`src/source/tlb_pkg.sv`:
```
`default_nettype none

package tlb_pkg;

    // widths with a meaning of their own
    typedef logic [31:0] vaddr_t;
    typedef logic [18:0] vpn2_t;
    typedef logic [7:0]  asid_t;
    typedef logic [19:0] pfn_t;
    typedef logic [2:0]  cattr_t;
    typedef logic [19:0] ptag_t;

    localparam cattr_t CACHE_CACHEABLE = 3'd3;

    // top three address bits of the unmapped segments
    localparam logic [2:0] SEG_KSEG0 = 3'd4;
    localparam logic [2:0] SEG_KSEG1 = 3'd5;

    // EntryHi / EntryLo / address field positions
    localparam int VPN2_LSB     = 13;
    localparam int ODD_PAGE_BIT = 12;
    localparam int PFN_LSB      = 6;
    localparam int C_LSB        = 3;
    localparam int D_BIT        = 2;
    localparam int V_BIT        = 1;
    localparam int G_BIT        = 0;

    localparam int PROBE_MISS_BIT = 31;

    typedef struct packed {
        pfn_t   pfn;
        cattr_t c;
        logic   d;
        logic   v;
    } tlb_page_t;

    // one page pair
    typedef struct packed {
        vpn2_t     vpn2;
        asid_t     asid;
        logic      g;
        tlb_page_t page0;
        tlb_page_t page1;
    } tlb_entry_t;

    typedef struct packed {
        vpn2_t vpn2;
        logic  odd;
        asid_t asid;
    } tlb_key_t;

    // index is wide enough for 256 entries, only the low bits are live
    typedef struct packed {
        logic       found;
        pfn_t       pfn;
        cattr_t     c;
        logic       d;
        logic       v;
        logic [7:0] index;
    } tlb_result_t;

    typedef struct packed {
        logic i_refill;
        logic i_invalid;
        logic d_refill;
        logic d_invalid;
        logic d_modify;
    } tlb_exc_t;

endpackage

`default_nettype wire

```
`src/source/mmu_translate.sv`:
```
`timescale 1ns/1ps
`default_nettype none

module mmu_translate import tlb_pkg::*; (
    input  wire cattr_t      i_k0,
    input  wire logic        i_inst_en,
    input  wire vaddr_t      i_inst_vaddr,
    input  wire tlb_result_t i_inst_result,
    input  wire logic        i_data_ren,
    input  wire logic        i_data_wen,
    input  wire vaddr_t      i_data_vaddr,
    input  wire tlb_result_t i_data_result,
    output ptag_t            o_inst_tag,
    output logic             o_inst_uncached,
    output ptag_t            o_data_tag,
    output logic             o_data_uncached,
    output tlb_exc_t         o_exc
);

    logic inst_mapped;
    logic data_mapped;
    logic data_access;

    // kseg0 and kseg1 bypass the TLB
    function automatic logic is_mapped(input vaddr_t va);
        logic [2:0] seg;
        seg = va[31 -: 3];
        return !((seg == SEG_KSEG0) || (seg == SEG_KSEG1));
    endfunction

    function automatic ptag_t seg_tag(input vaddr_t va, input tlb_result_t res);
        if (is_mapped(va)) begin
            return res.pfn;
        end
        return ptag_t'({3'b000, va[28:ODD_PAGE_BIT]});
    endfunction

    function automatic logic seg_uncached(input vaddr_t va, input cattr_t k0,
                                          input cattr_t c);
        logic [2:0] seg;
        seg = va[31 -: 3];
        if (seg == SEG_KSEG1) begin
            return 1'b1;
        end
        if (seg == SEG_KSEG0) begin
            return k0 != CACHE_CACHEABLE;
        end
        return c != CACHE_CACHEABLE;
    endfunction

    assign inst_mapped = is_mapped(i_inst_vaddr);
    assign data_mapped = is_mapped(i_data_vaddr);
    assign data_access = i_data_ren | i_data_wen;

    assign o_inst_tag      = seg_tag(i_inst_vaddr, i_inst_result);
    assign o_inst_uncached = seg_uncached(i_inst_vaddr, i_k0, i_inst_result.c);
    assign o_data_tag      = seg_tag(i_data_vaddr, i_data_result);
    assign o_data_uncached = seg_uncached(i_data_vaddr, i_k0, i_data_result.c);

    always_comb begin
        o_exc.i_refill  = inst_mapped & i_inst_en & ~i_inst_result.found;
        o_exc.i_invalid = inst_mapped & i_inst_en & i_inst_result.found & ~i_inst_result.v;
        o_exc.d_refill  = data_mapped & data_access & ~i_data_result.found;
        o_exc.d_invalid = data_mapped & data_access & i_data_result.found
                        & ~i_data_result.v;
        // store to a clean page
        o_exc.d_modify  = data_mapped & i_data_wen & i_data_result.found
                        & i_data_result.v & ~i_data_result.d;
    end

endmodule

`default_nettype wire

```
`src/source/tlb_cp0_format.sv`:
```
`timescale 1ns/1ps
`default_nettype none

module tlb_cp0_format import tlb_pkg::*; #(
    parameter int NUM_ENTRIES = 16
) (
    input  wire vaddr_t      i_w_hi,
    input  wire vaddr_t      i_w_lo0,
    input  wire vaddr_t      i_w_lo1,
    input  wire vaddr_t      i_inst_vaddr,
    input  wire vaddr_t      i_data_vaddr,
    input  wire logic        i_op_tlbp,
    input  wire tlb_entry_t  i_r_entry,
    input  wire tlb_result_t i_data_result,
    output tlb_entry_t       o_w_entry,
    output tlb_key_t         o_inst_key,
    output tlb_key_t         o_data_key,
    output vaddr_t           o_r_hi,
    output vaddr_t           o_r_lo0,
    output vaddr_t           o_r_lo1,
    output vaddr_t           o_p_index
);

    localparam int IDX_W = (NUM_ENTRIES > 1) ? $clog2(NUM_ENTRIES) : 1;

    function automatic tlb_page_t unpack_lo(input vaddr_t lo);
        tlb_page_t page;
        page.pfn = lo[PFN_LSB +: $bits(pfn_t)];
        page.c   = lo[C_LSB +: $bits(cattr_t)];
        page.d   = lo[D_BIT];
        page.v   = lo[V_BIT];
        return page;
    endfunction

    function automatic vaddr_t pack_lo(input tlb_page_t page, input logic g);
        vaddr_t lo;
        lo = '0;
        lo[PFN_LSB +: $bits(pfn_t)] = page.pfn;
        lo[C_LSB +: $bits(cattr_t)] = page.c;
        lo[D_BIT] = page.d;
        lo[V_BIT] = page.v;
        lo[G_BIT] = g;
        return lo;
    endfunction

    always_comb begin
        o_w_entry.vpn2  = i_w_hi[VPN2_LSB +: $bits(vpn2_t)];
        o_w_entry.asid  = i_w_hi[$bits(asid_t)-1:0];
        // global only if both halves say so
        o_w_entry.g     = i_w_lo0[G_BIT] & i_w_lo1[G_BIT];
        o_w_entry.page0 = unpack_lo(i_w_lo0);
        o_w_entry.page1 = unpack_lo(i_w_lo1);
    end

    // asid always comes from EntryHi
    always_comb begin
        o_inst_key.vpn2 = i_inst_vaddr[VPN2_LSB +: $bits(vpn2_t)];
        o_inst_key.odd  = i_inst_vaddr[ODD_PAGE_BIT];
        o_inst_key.asid = i_w_hi[$bits(asid_t)-1:0];

        o_data_key.asid = i_w_hi[$bits(asid_t)-1:0];
        if (i_op_tlbp) begin
            o_data_key.vpn2 = i_w_hi[VPN2_LSB +: $bits(vpn2_t)];
            o_data_key.odd  = i_w_hi[ODD_PAGE_BIT];
        end else begin
            o_data_key.vpn2 = i_data_vaddr[VPN2_LSB +: $bits(vpn2_t)];
            o_data_key.odd  = i_data_vaddr[ODD_PAGE_BIT];
        end
    end

    always_comb begin
        o_r_hi = '0;
        o_r_hi[VPN2_LSB +: $bits(vpn2_t)] = i_r_entry.vpn2;
        o_r_hi[$bits(asid_t)-1:0]         = i_r_entry.asid;
        o_r_lo0 = pack_lo(i_r_entry.page0, i_r_entry.g);
        o_r_lo1 = pack_lo(i_r_entry.page1, i_r_entry.g);
    end

    // probe result, miss flag alone on no hit
    always_comb begin
        o_p_index = '0;
        if (i_data_result.found) begin
            o_p_index[IDX_W-1:0] = i_data_result.index[IDX_W-1:0];
        end else begin
            o_p_index[PROBE_MISS_BIT] = 1'b1;
        end
    end

endmodule

`default_nettype wire

```
`src/source/tlb_entry_array.sv`:
```
`timescale 1ns/1ps
`default_nettype none

module tlb_entry_array import tlb_pkg::*; #(
    parameter int NUM_ENTRIES = 16
) (
    input  wire logic                         clk,
    input  wire logic                         resetn,
    input  wire logic                         i_we,
    input  wire logic [7:0]                   i_w_index,
    input  wire tlb_entry_t                   i_w_entry,
    input  wire logic [7:0]                   i_r_index,
    output tlb_entry_t [NUM_ENTRIES-1:0]      o_entries,
    output tlb_entry_t                        o_r_entry
);

    localparam int IDX_W = (NUM_ENTRIES > 1) ? $clog2(NUM_ENTRIES) : 1;

    tlb_entry_t [NUM_ENTRIES-1:0] entries_q;
    logic [IDX_W-1:0]             w_idx;
    logic [IDX_W-1:0]             r_idx;
    logic                         w_bypass;

    assign w_idx = i_w_index[IDX_W-1:0];
    assign r_idx = i_r_index[IDX_W-1:0];

    always_ff @(posedge clk) begin
        if (!resetn) begin
            entries_q <= '0;
        end else if (i_we) begin
            entries_q[w_idx] <= i_w_entry;
        end
    end

    assign o_entries = entries_q;

    // same-index write shows up on the read port in the write cycle
    assign w_bypass = i_we && (i_w_index == i_r_index);

    always_comb begin
        if (w_bypass) begin
            o_r_entry = i_w_entry;
        end else if (i_r_index < NUM_ENTRIES) begin
            o_r_entry = entries_q[r_idx];
        end else begin
            o_r_entry = '0;
        end
    end

    a_w_index_range: assert property (@(posedge clk) disable iff (!resetn)
        i_we |-> (i_w_index < NUM_ENTRIES));

endmodule

`default_nettype wire

```
`src/source/tlb_lookup.sv`:
```
`timescale 1ns/1ps
`default_nettype none

module tlb_lookup import tlb_pkg::*; #(
    parameter int NUM_ENTRIES = 16
) (
    input  wire tlb_entry_t [NUM_ENTRIES-1:0] i_entries,
    input  wire tlb_key_t                     i_key,
    output tlb_result_t                       o_result
);

    localparam int IDX_W = (NUM_ENTRIES > 1) ? $clog2(NUM_ENTRIES) : 1;

    logic [NUM_ENTRIES-1:0] hit;
    logic [IDX_W-1:0]       sel_idx;
    tlb_entry_t             sel_entry;
    tlb_page_t              sel_page;

    // vpn2 must match, asid only for non-global entries
    always_comb begin
        for (int i = 0; i < NUM_ENTRIES; i++) begin
            hit[i] = (i_entries[i].vpn2 == i_key.vpn2)
                  && (i_entries[i].g || (i_entries[i].asid == i_key.asid));
        end
    end

    // lowest index wins, so scan downward
    always_comb begin
        sel_idx = '0;
        for (int i = NUM_ENTRIES - 1; i >= 0; i--) begin
            if (hit[i]) begin
                sel_idx = IDX_W'(i);
            end
        end
    end

    assign sel_entry = i_entries[sel_idx];
    assign sel_page  = i_key.odd ? sel_entry.page1 : sel_entry.page0;

    always_comb begin
        o_result = '0;
        if (|hit) begin
            o_result.found = 1'b1;
            o_result.pfn   = sel_page.pfn;
            o_result.c     = sel_page.c;
            o_result.d     = sel_page.d;
            o_result.v     = sel_page.v;
            o_result.index = 8'(sel_idx);
        end
    end

endmodule

`default_nettype wire

```
`src/source/tlb_top.sv`:
```
`timescale 1ns/1ps
`default_nettype none

module tlb_top import tlb_pkg::*; #(
    parameter int NUM_ENTRIES = 16
) (
    input  wire logic       clk,
    input  wire logic       resetn,
    input  wire cattr_t     i_k0,
    input  wire logic       i_we,
    input  wire logic [7:0] i_w_index,
    input  wire vaddr_t     i_w_hi,
    input  wire vaddr_t     i_w_lo0,
    input  wire vaddr_t     i_w_lo1,
    input  wire logic [7:0] i_r_index,
    input  wire logic       i_inst_en,
    input  wire vaddr_t     i_inst_vaddr,
    input  wire logic       i_data_ren,
    input  wire logic       i_data_wen,
    input  wire vaddr_t     i_data_vaddr,
    input  wire logic       i_op_tlbp,
    output logic            o_inst_uncached,
    output ptag_t           o_inst_tag,
    output logic            o_data_uncached,
    output ptag_t           o_data_tag,
    output vaddr_t          o_p_index,
    output vaddr_t          o_r_hi,
    output vaddr_t          o_r_lo0,
    output vaddr_t          o_r_lo1,
    output tlb_exc_t        o_exc
);

    tlb_entry_t                   w_entry;
    tlb_entry_t                   r_entry;
    tlb_entry_t [NUM_ENTRIES-1:0] entries;
    tlb_key_t                     inst_key;
    tlb_key_t                     data_key;
    tlb_result_t                  inst_result;
    tlb_result_t                  data_result;

    tlb_cp0_format #(.NUM_ENTRIES(NUM_ENTRIES)) u_cp0_format (
        .i_w_hi        (i_w_hi),
        .i_w_lo0       (i_w_lo0),
        .i_w_lo1       (i_w_lo1),
        .i_inst_vaddr  (i_inst_vaddr),
        .i_data_vaddr  (i_data_vaddr),
        .i_op_tlbp     (i_op_tlbp),
        .i_r_entry     (r_entry),
        .i_data_result (data_result),
        .o_w_entry     (w_entry),
        .o_inst_key    (inst_key),
        .o_data_key    (data_key),
        .o_r_hi        (o_r_hi),
        .o_r_lo0       (o_r_lo0),
        .o_r_lo1       (o_r_lo1),
        .o_p_index     (o_p_index)
    );

    tlb_entry_array #(.NUM_ENTRIES(NUM_ENTRIES)) u_entry_array (
        .clk       (clk),
        .resetn    (resetn),
        .i_we      (i_we),
        .i_w_index (i_w_index),
        .i_w_entry (w_entry),
        .i_r_index (i_r_index),
        .o_entries (entries),
        .o_r_entry (r_entry)
    );

    tlb_lookup #(.NUM_ENTRIES(NUM_ENTRIES)) u_inst_lookup (
        .i_entries (entries),
        .i_key     (inst_key),
        .o_result  (inst_result)
    );

    // also serves TLBP
    tlb_lookup #(.NUM_ENTRIES(NUM_ENTRIES)) u_data_lookup (
        .i_entries (entries),
        .i_key     (data_key),
        .o_result  (data_result)
    );

    mmu_translate u_mmu_translate (
        .i_k0            (i_k0),
        .i_inst_en       (i_inst_en),
        .i_inst_vaddr    (i_inst_vaddr),
        .i_inst_result   (inst_result),
        .i_data_ren      (i_data_ren),
        .i_data_wen      (i_data_wen),
        .i_data_vaddr    (i_data_vaddr),
        .i_data_result   (data_result),
        .o_inst_tag      (o_inst_tag),
        .o_inst_uncached (o_inst_uncached),
        .o_data_tag      (o_data_tag),
        .o_data_uncached (o_data_uncached),
        .o_exc           (o_exc)
    );

endmodule

`default_nettype wire

```
`config.mk`:
```
export PLATFORM = sky130hd
export DESIGN_NAME = tlb_top
export DESIGN_NICKNAME = d
export VERILOG_FILES = /design/src/source/tlb_pkg.sv /design/src/source/mmu_translate.sv /design/src/source/tlb_cp0_format.sv /design/src/source/tlb_entry_array.sv /design/src/source/tlb_lookup.sv /design/src/source/tlb_top.sv
export SDC_FILE = /design/constraint.sdc
export NUM_CORES = 2
export LEC_CHECK = 0
export BUFFER_PORTS_ARGS = -buffer_cell sky130_fd_sc_hd__buf_2
export CAP_MARGIN = 20
export CORE_MARGIN = 2
export CORE_UTILIZATION = 63
export DETAILED_ROUTE_END_ITERATION = 12
export GPL_TIMING_DRIVEN = 0
export HOLD_SLACK_MARGIN = 0.06
export PLACE_DENSITY = 0.81
export SLEW_MARGIN = 25
export SYNTH_ARGS = -nofsm -noshare
export SYNTH_HDL_FRONTEND = slang
export SYNTH_SLANG_ARGS = --single-unit
```
`constraint.sdc`:
```
create_clock -name clk -period 6 [get_ports clk]
set_clock_uncertainty 0.05 [all_clocks]
set_input_delay 0.6 -clock clk [delete_from_list [all_inputs] [get_ports clk]]
set_output_delay 0.6 -clock clk [all_outputs]
set_load 0.02 [all_outputs]
```
==> reports/qor.yml, run 1 <==
yosys:
  ys.warnings.count: 0
  ys_seq_area_frac: 0.313
  synth.distinct_cells: 77
  netlist_instances: 9533
  async_flop_share: 0
  synth-main-ff-cell: "dfxtp_1"
  syn_area_um2: 79800
  synth_area_per_cell_um2: 8.37
  ys_ff_latch: 1248
  synth_edf_count: 0
global_routing:
  grt_max_degree: 17
  grt_overflow: 9
  track_usage: 0.761
floorplan:
  start_util: 0.635
  row_count: 130
  die_height_um: 360
  fp.dieW_um: 360
  io_pins: 361
placement:
  place_area_um2: 83500
  port_buffers: 172
  place_congestion: 1.28
  place_hpwl_um: 349000
status:
  status: "aborted with a tool error"
  tool.error: "[ERROR GRT-0232] Routing congestion too high. Check the congestion heatmap in the GUI."
  lastStage: "5_1_grt"
clock_tree:
  cts_hold_buf: 0
  clock-sinks: 1248
  cts_buffer_depth: 3
  clock-root-buffer: "clkbuf_16"
  htree_levels: 4
  numCtsBuffers: 139
[metal layers]
layer  overflow  track usage
met2          2        0.902
met4          2        0.734
met5          0        0.360
met1          0        0.787
met3          5        0.608
[cells in the mapped netlist (41+ instances only)]
master | number | area share
buf_2 | 115 | 0.0072
buf_4 | 77 | 0.0072
dfxtp_1 | 1248 | 0.31
xnor2_1 | 304 | 0.033
o21ai_0 | 242 | 0.015
mux4_2 | 405 | 0.11
nor2_1 | 82 | 0.0039
a22oi_1 | 51 | 0.0048
nand4_1 | 41 | 0.0032
buf_1 | 71 | 0.0033
nand2_1 | 2942 | 0.14
o22ai_1 | 51 | 0.0040
mux2i_1 | 367 | 0.046
inv_1 | 83 | 0.0039
nor3_1 | 100 | 0.0063
xor2_1 | 440 | 0.048
clkbuf_1 | 700 | 0.033
a21boi_0 | 1235 | 0.12
a21oi_1 | 140 | 0.0088
nand3_1 | 75 | 0.0047
nor4_1 | 170 | 0.013
mux2_2 | 179 | 0.025
a32oi_1 | 83 | 0.0091
[logic make-up after synthesis]
| family | Yosys count | share of synthesized area |
|---|---|---|
| flip-flops | 1248 | 0.313 |
| AND/OR/NAND/NOR | 3546 | 0.182 |
| multiplexers | 970 | 0.191 |
| other | 1 | 0.0000470 |
| buffers and inverters | 1052 | 0.0553 |
| AO/OA/AOI/OAI | 1972 | 0.176 |
| XOR/XNOR | 744 | 0.0817 |
[per-stage QoR]
stage               TNS, ns   util  setup WS, ns  instances
floorplan                 0      -         0.569       9576
global placement    -202.55  0.660         -4.38      11398
detailed placement  -104.87  0.665         -2.89      11419
CTS                   -2.05  0.734        -0.150      11778
[timing repair]
item	CTS
setup endpoints to repair	48
endpoints found under the hold margin	0
gates resized for setup	791
pin swaps	132
gates cloned	2
setup buffers	108
==> run 2: changes to the inputs <==
CORE_UTILIZATION = 40   (was 63)
HOLD_SLACK_MARGIN = not set   (was 0.06)
PLACE_DENSITY = not set   (was 0.81)
PLACE_DENSITY_LB_ADDON = 0.15   (was not set)
==> reports/qor.yml, run 2 <==
cells_and_area:
  layout.nets: 10357
  largest_reg_flops: 1248
  final_common_cell: "nand2_1"
  final_cell_mix: "nand2_1 (2890), a21boi_0 (1233), dfxtp_1 (1211)"
  multiInputGateArea_um2: 54400
  regArea_um2: 25100
  layout-drive-gt1-share: 0.224
  fillCellCount: 19095
  finalNonFillerCells: 13024
  area_growth_pct: 24.4
sta:
  fmax_ghz: 0.152
  rsz0062_at_grt: "true"
  finalHoldViolCount: 0
  maxSlewViolCount: 0
  worst_slack_ns: -0.586
  min_period_over_period: 1.10
  max-slew-margin-rel: 0.120
  worst_slew_pin_slew_ns: 1.32
  period_minus_slack_ns: 6.59
  setup_viol: 51
status:
  status: "complete, but fails checks"
  violations: "setup timing"
yosys:
  synthTopCellsByCount: "nand2_1 (2942), dfxtp_1 (1248), a21boi_0 (1235), clkbuf_1 (700), xor2_1 (440)"
  synth_area_per_cell_um2: 8.37  # unchanged
  ys_ff_latch: 1248  # unchanged
  synth.top_cell.area_share: 0.313  # unchanged
  synth_edf_count: 0  # unchanged
  synth_area_leaders: "dfxtp_1 (31%), nand2_1 (14%), a21boi_0 (12%), mux4_2 (11%), xor2_1 (4.8%)"
  yosysMostFrequentCell: "nand2_1"
  syn_area_um2: 79800  # unchanged
  synth.distinct_cells: 77  # unchanged
  netlist_instances: 9533  # unchanged
  ys_seq_area_frac: 0.313  # unchanged
  ys.warnings.count: 0  # unchanged
  synth_area_leader_cell: "dfxtp_1"
  synth-main-ff-cell: "dfxtp_1"
  async_flop_share: 0  # unchanged
power_and_ir_drop:
  ir_drop_mv: 0.347
  p_leak_uw: 0.0332
  power.density_nw_per_um2: 221
  finalPower_uw: 22000
clock_tree:
  clock-sinks: 1248  # unchanged
  cts_buffer_depth: 3  # unchanged
  htree_levels: 4  # unchanged
  numCtsBuffers: 156  # +12%
  cts_hold_buf: 0  # unchanged
  path_clk_slew_ns: 0.06
  clock-root-buffer: "clkbuf_16"
  cts_tree: "done"
  clk_latency_ns: 0.86
placement:
  place_congestion: 1.11  # -13%
  dp_cells: 12443  # +9.0%
  port_buffers: 172  # unchanged
  place_hpwl_um: 419000  # +20%
floorplan:
  fp.dieW_um: 451  # +25%
  start_util: 0.403  # -0.232
  die_height_um: 451  # +25%
  dieArea_um2: 203000
  io_pins: 361  # unchanged
  row_count: 163  # +25%
  design.core.area_um2: 198000
setup_path:
  reg2regPathDepth: 2
  cp-start-kind: "input pin"
  worstPathRequired_ns: 5.35
  critPathMaxFanout: 10
  critPathKind: "input pin to output port"
  crit_arrival_ns: 5.94
  worstSetupEndpointType: "output port"
global_routing:
  grt_overflow: 0
  grt_max_degree: 17
  grt_pass1_vias: 77991
  grt_pass1_wl_um: 715000
  antenna_found_initial: 75
  track_usage: 0.520
drt:
  antenna_left: 0
  wl_per_cell_um: 42.3
  routed_via_density: 6.69
  drtIter0Drc: 14110
  wirelength_um: 551000
  drc: 0
  vias: 87075
  drt_pass1_iterations: 9
worst_hold_path:
  worstHoldPathCells: 3
  hold_class: "input pin to flop"
job:
  max_cap_viol_count: 0
-- run 2: cell counts after synthesis --
No cell type changed its count.
-- run 2: path summary, 6_finish.rpt --
kind / start / endpoint / slack (ns)
worst max-delay path: i_op_tlbp / o_data_tag[0] / -0.59
worst min-delay path: i_w_lo0[22] / u_entry_array.o_entries[280] / 0.09
worst max register to register: u_entry_array.o_entries[856] / u_entry_array.o_entries[856] / 4.79
worst min register to register: u_entry_array.o_entries[236] / u_entry_array.o_entries[236] / 0.44
-- run 2: final cells by class --
class / instances / share of cell area
well taps: 2640 / 0.0333
clock buffers: 216 / 0.0451
multi-input cells: 7276 / 0.548
flip-flops and latches: 1248 / 0.252
plain buffers: 958 / 0.0598
clock inverters: 65 / 0.0103
repair buffers: 446 / 0.0459
diodes: 90 / 0.00227
inverters: 85 / 0.00334
-- run 2: cells by family after synthesis --
logic type,share of synthesized area
simple gates,0.182
compound gates,0.176
flops,0.313
buf+inv,0.0553
mux,0.191
xor+xnor,0.0817
other cells,0.0000470
-- run 2: per-layer routing --
metal	global-route usage	share of wire	up-vias
met4	0.493	0.12	33
met2	0.714	0.40	7719
li1	-	-	34294
met3	0.196	0.13	2234
met1	0.616	0.36	42795
met5	0.0227	0.0014	-
-- run 2: where the power goes --
part           internal (µW)  switching (µW)  leakage (µW)  total [µW]
clock                   6250            4310       0.00269       10600
combinational            853            1990        0.0204        2850
sequential              8390             169        0.0101        8560
-- run 2: timing repair --
action	in CTS	in global routing
gates resized for setup	1057	329
buffers inserted	141	67
cloned	4	9
setup endpoints to repair	49	46
pin swaps	171	141
-- run 2: worst max-delay path, stage by stage --
cell and delay (ns):
buf_2 0.19, buf_12 0.23, mux2i_4 0.39, buf_4 0.24
xnor2_1 0.14, nor4_2 0.44, nand2_1 0.20, or3_4 0.49
a211oi_4 0.33, a2111o_1 0.31, nand2_4 0.20, buf_12 0.19
buf_12 0.16, mux2_4 0.31, o22ai_2 0.18, nor3_2 0.07
nor3_4 0.54, o211ai_1 0.37, buf_4 0.29
-- run 2: stage by stage --
stage	cell area [µm²]	hold slack [ns]	setup TNS, ns	worst slack (ns)	utilization
after floorplan	79900	0.398	0	0.569	-
after global placement	84100	0.415	-269.84	-4.82	0.425
after detailed placement	85600	0.428	-118.46	-3.06	0.433
after CTS	96800	0.106	-3.97	-0.308	0.489
after global routing	99100	0.128	-12.82	-0.443	0.501
final	99300	0.0938	-17.29	-0.586	0.502
No activity file was read; power rests on OpenSTA's default activity.
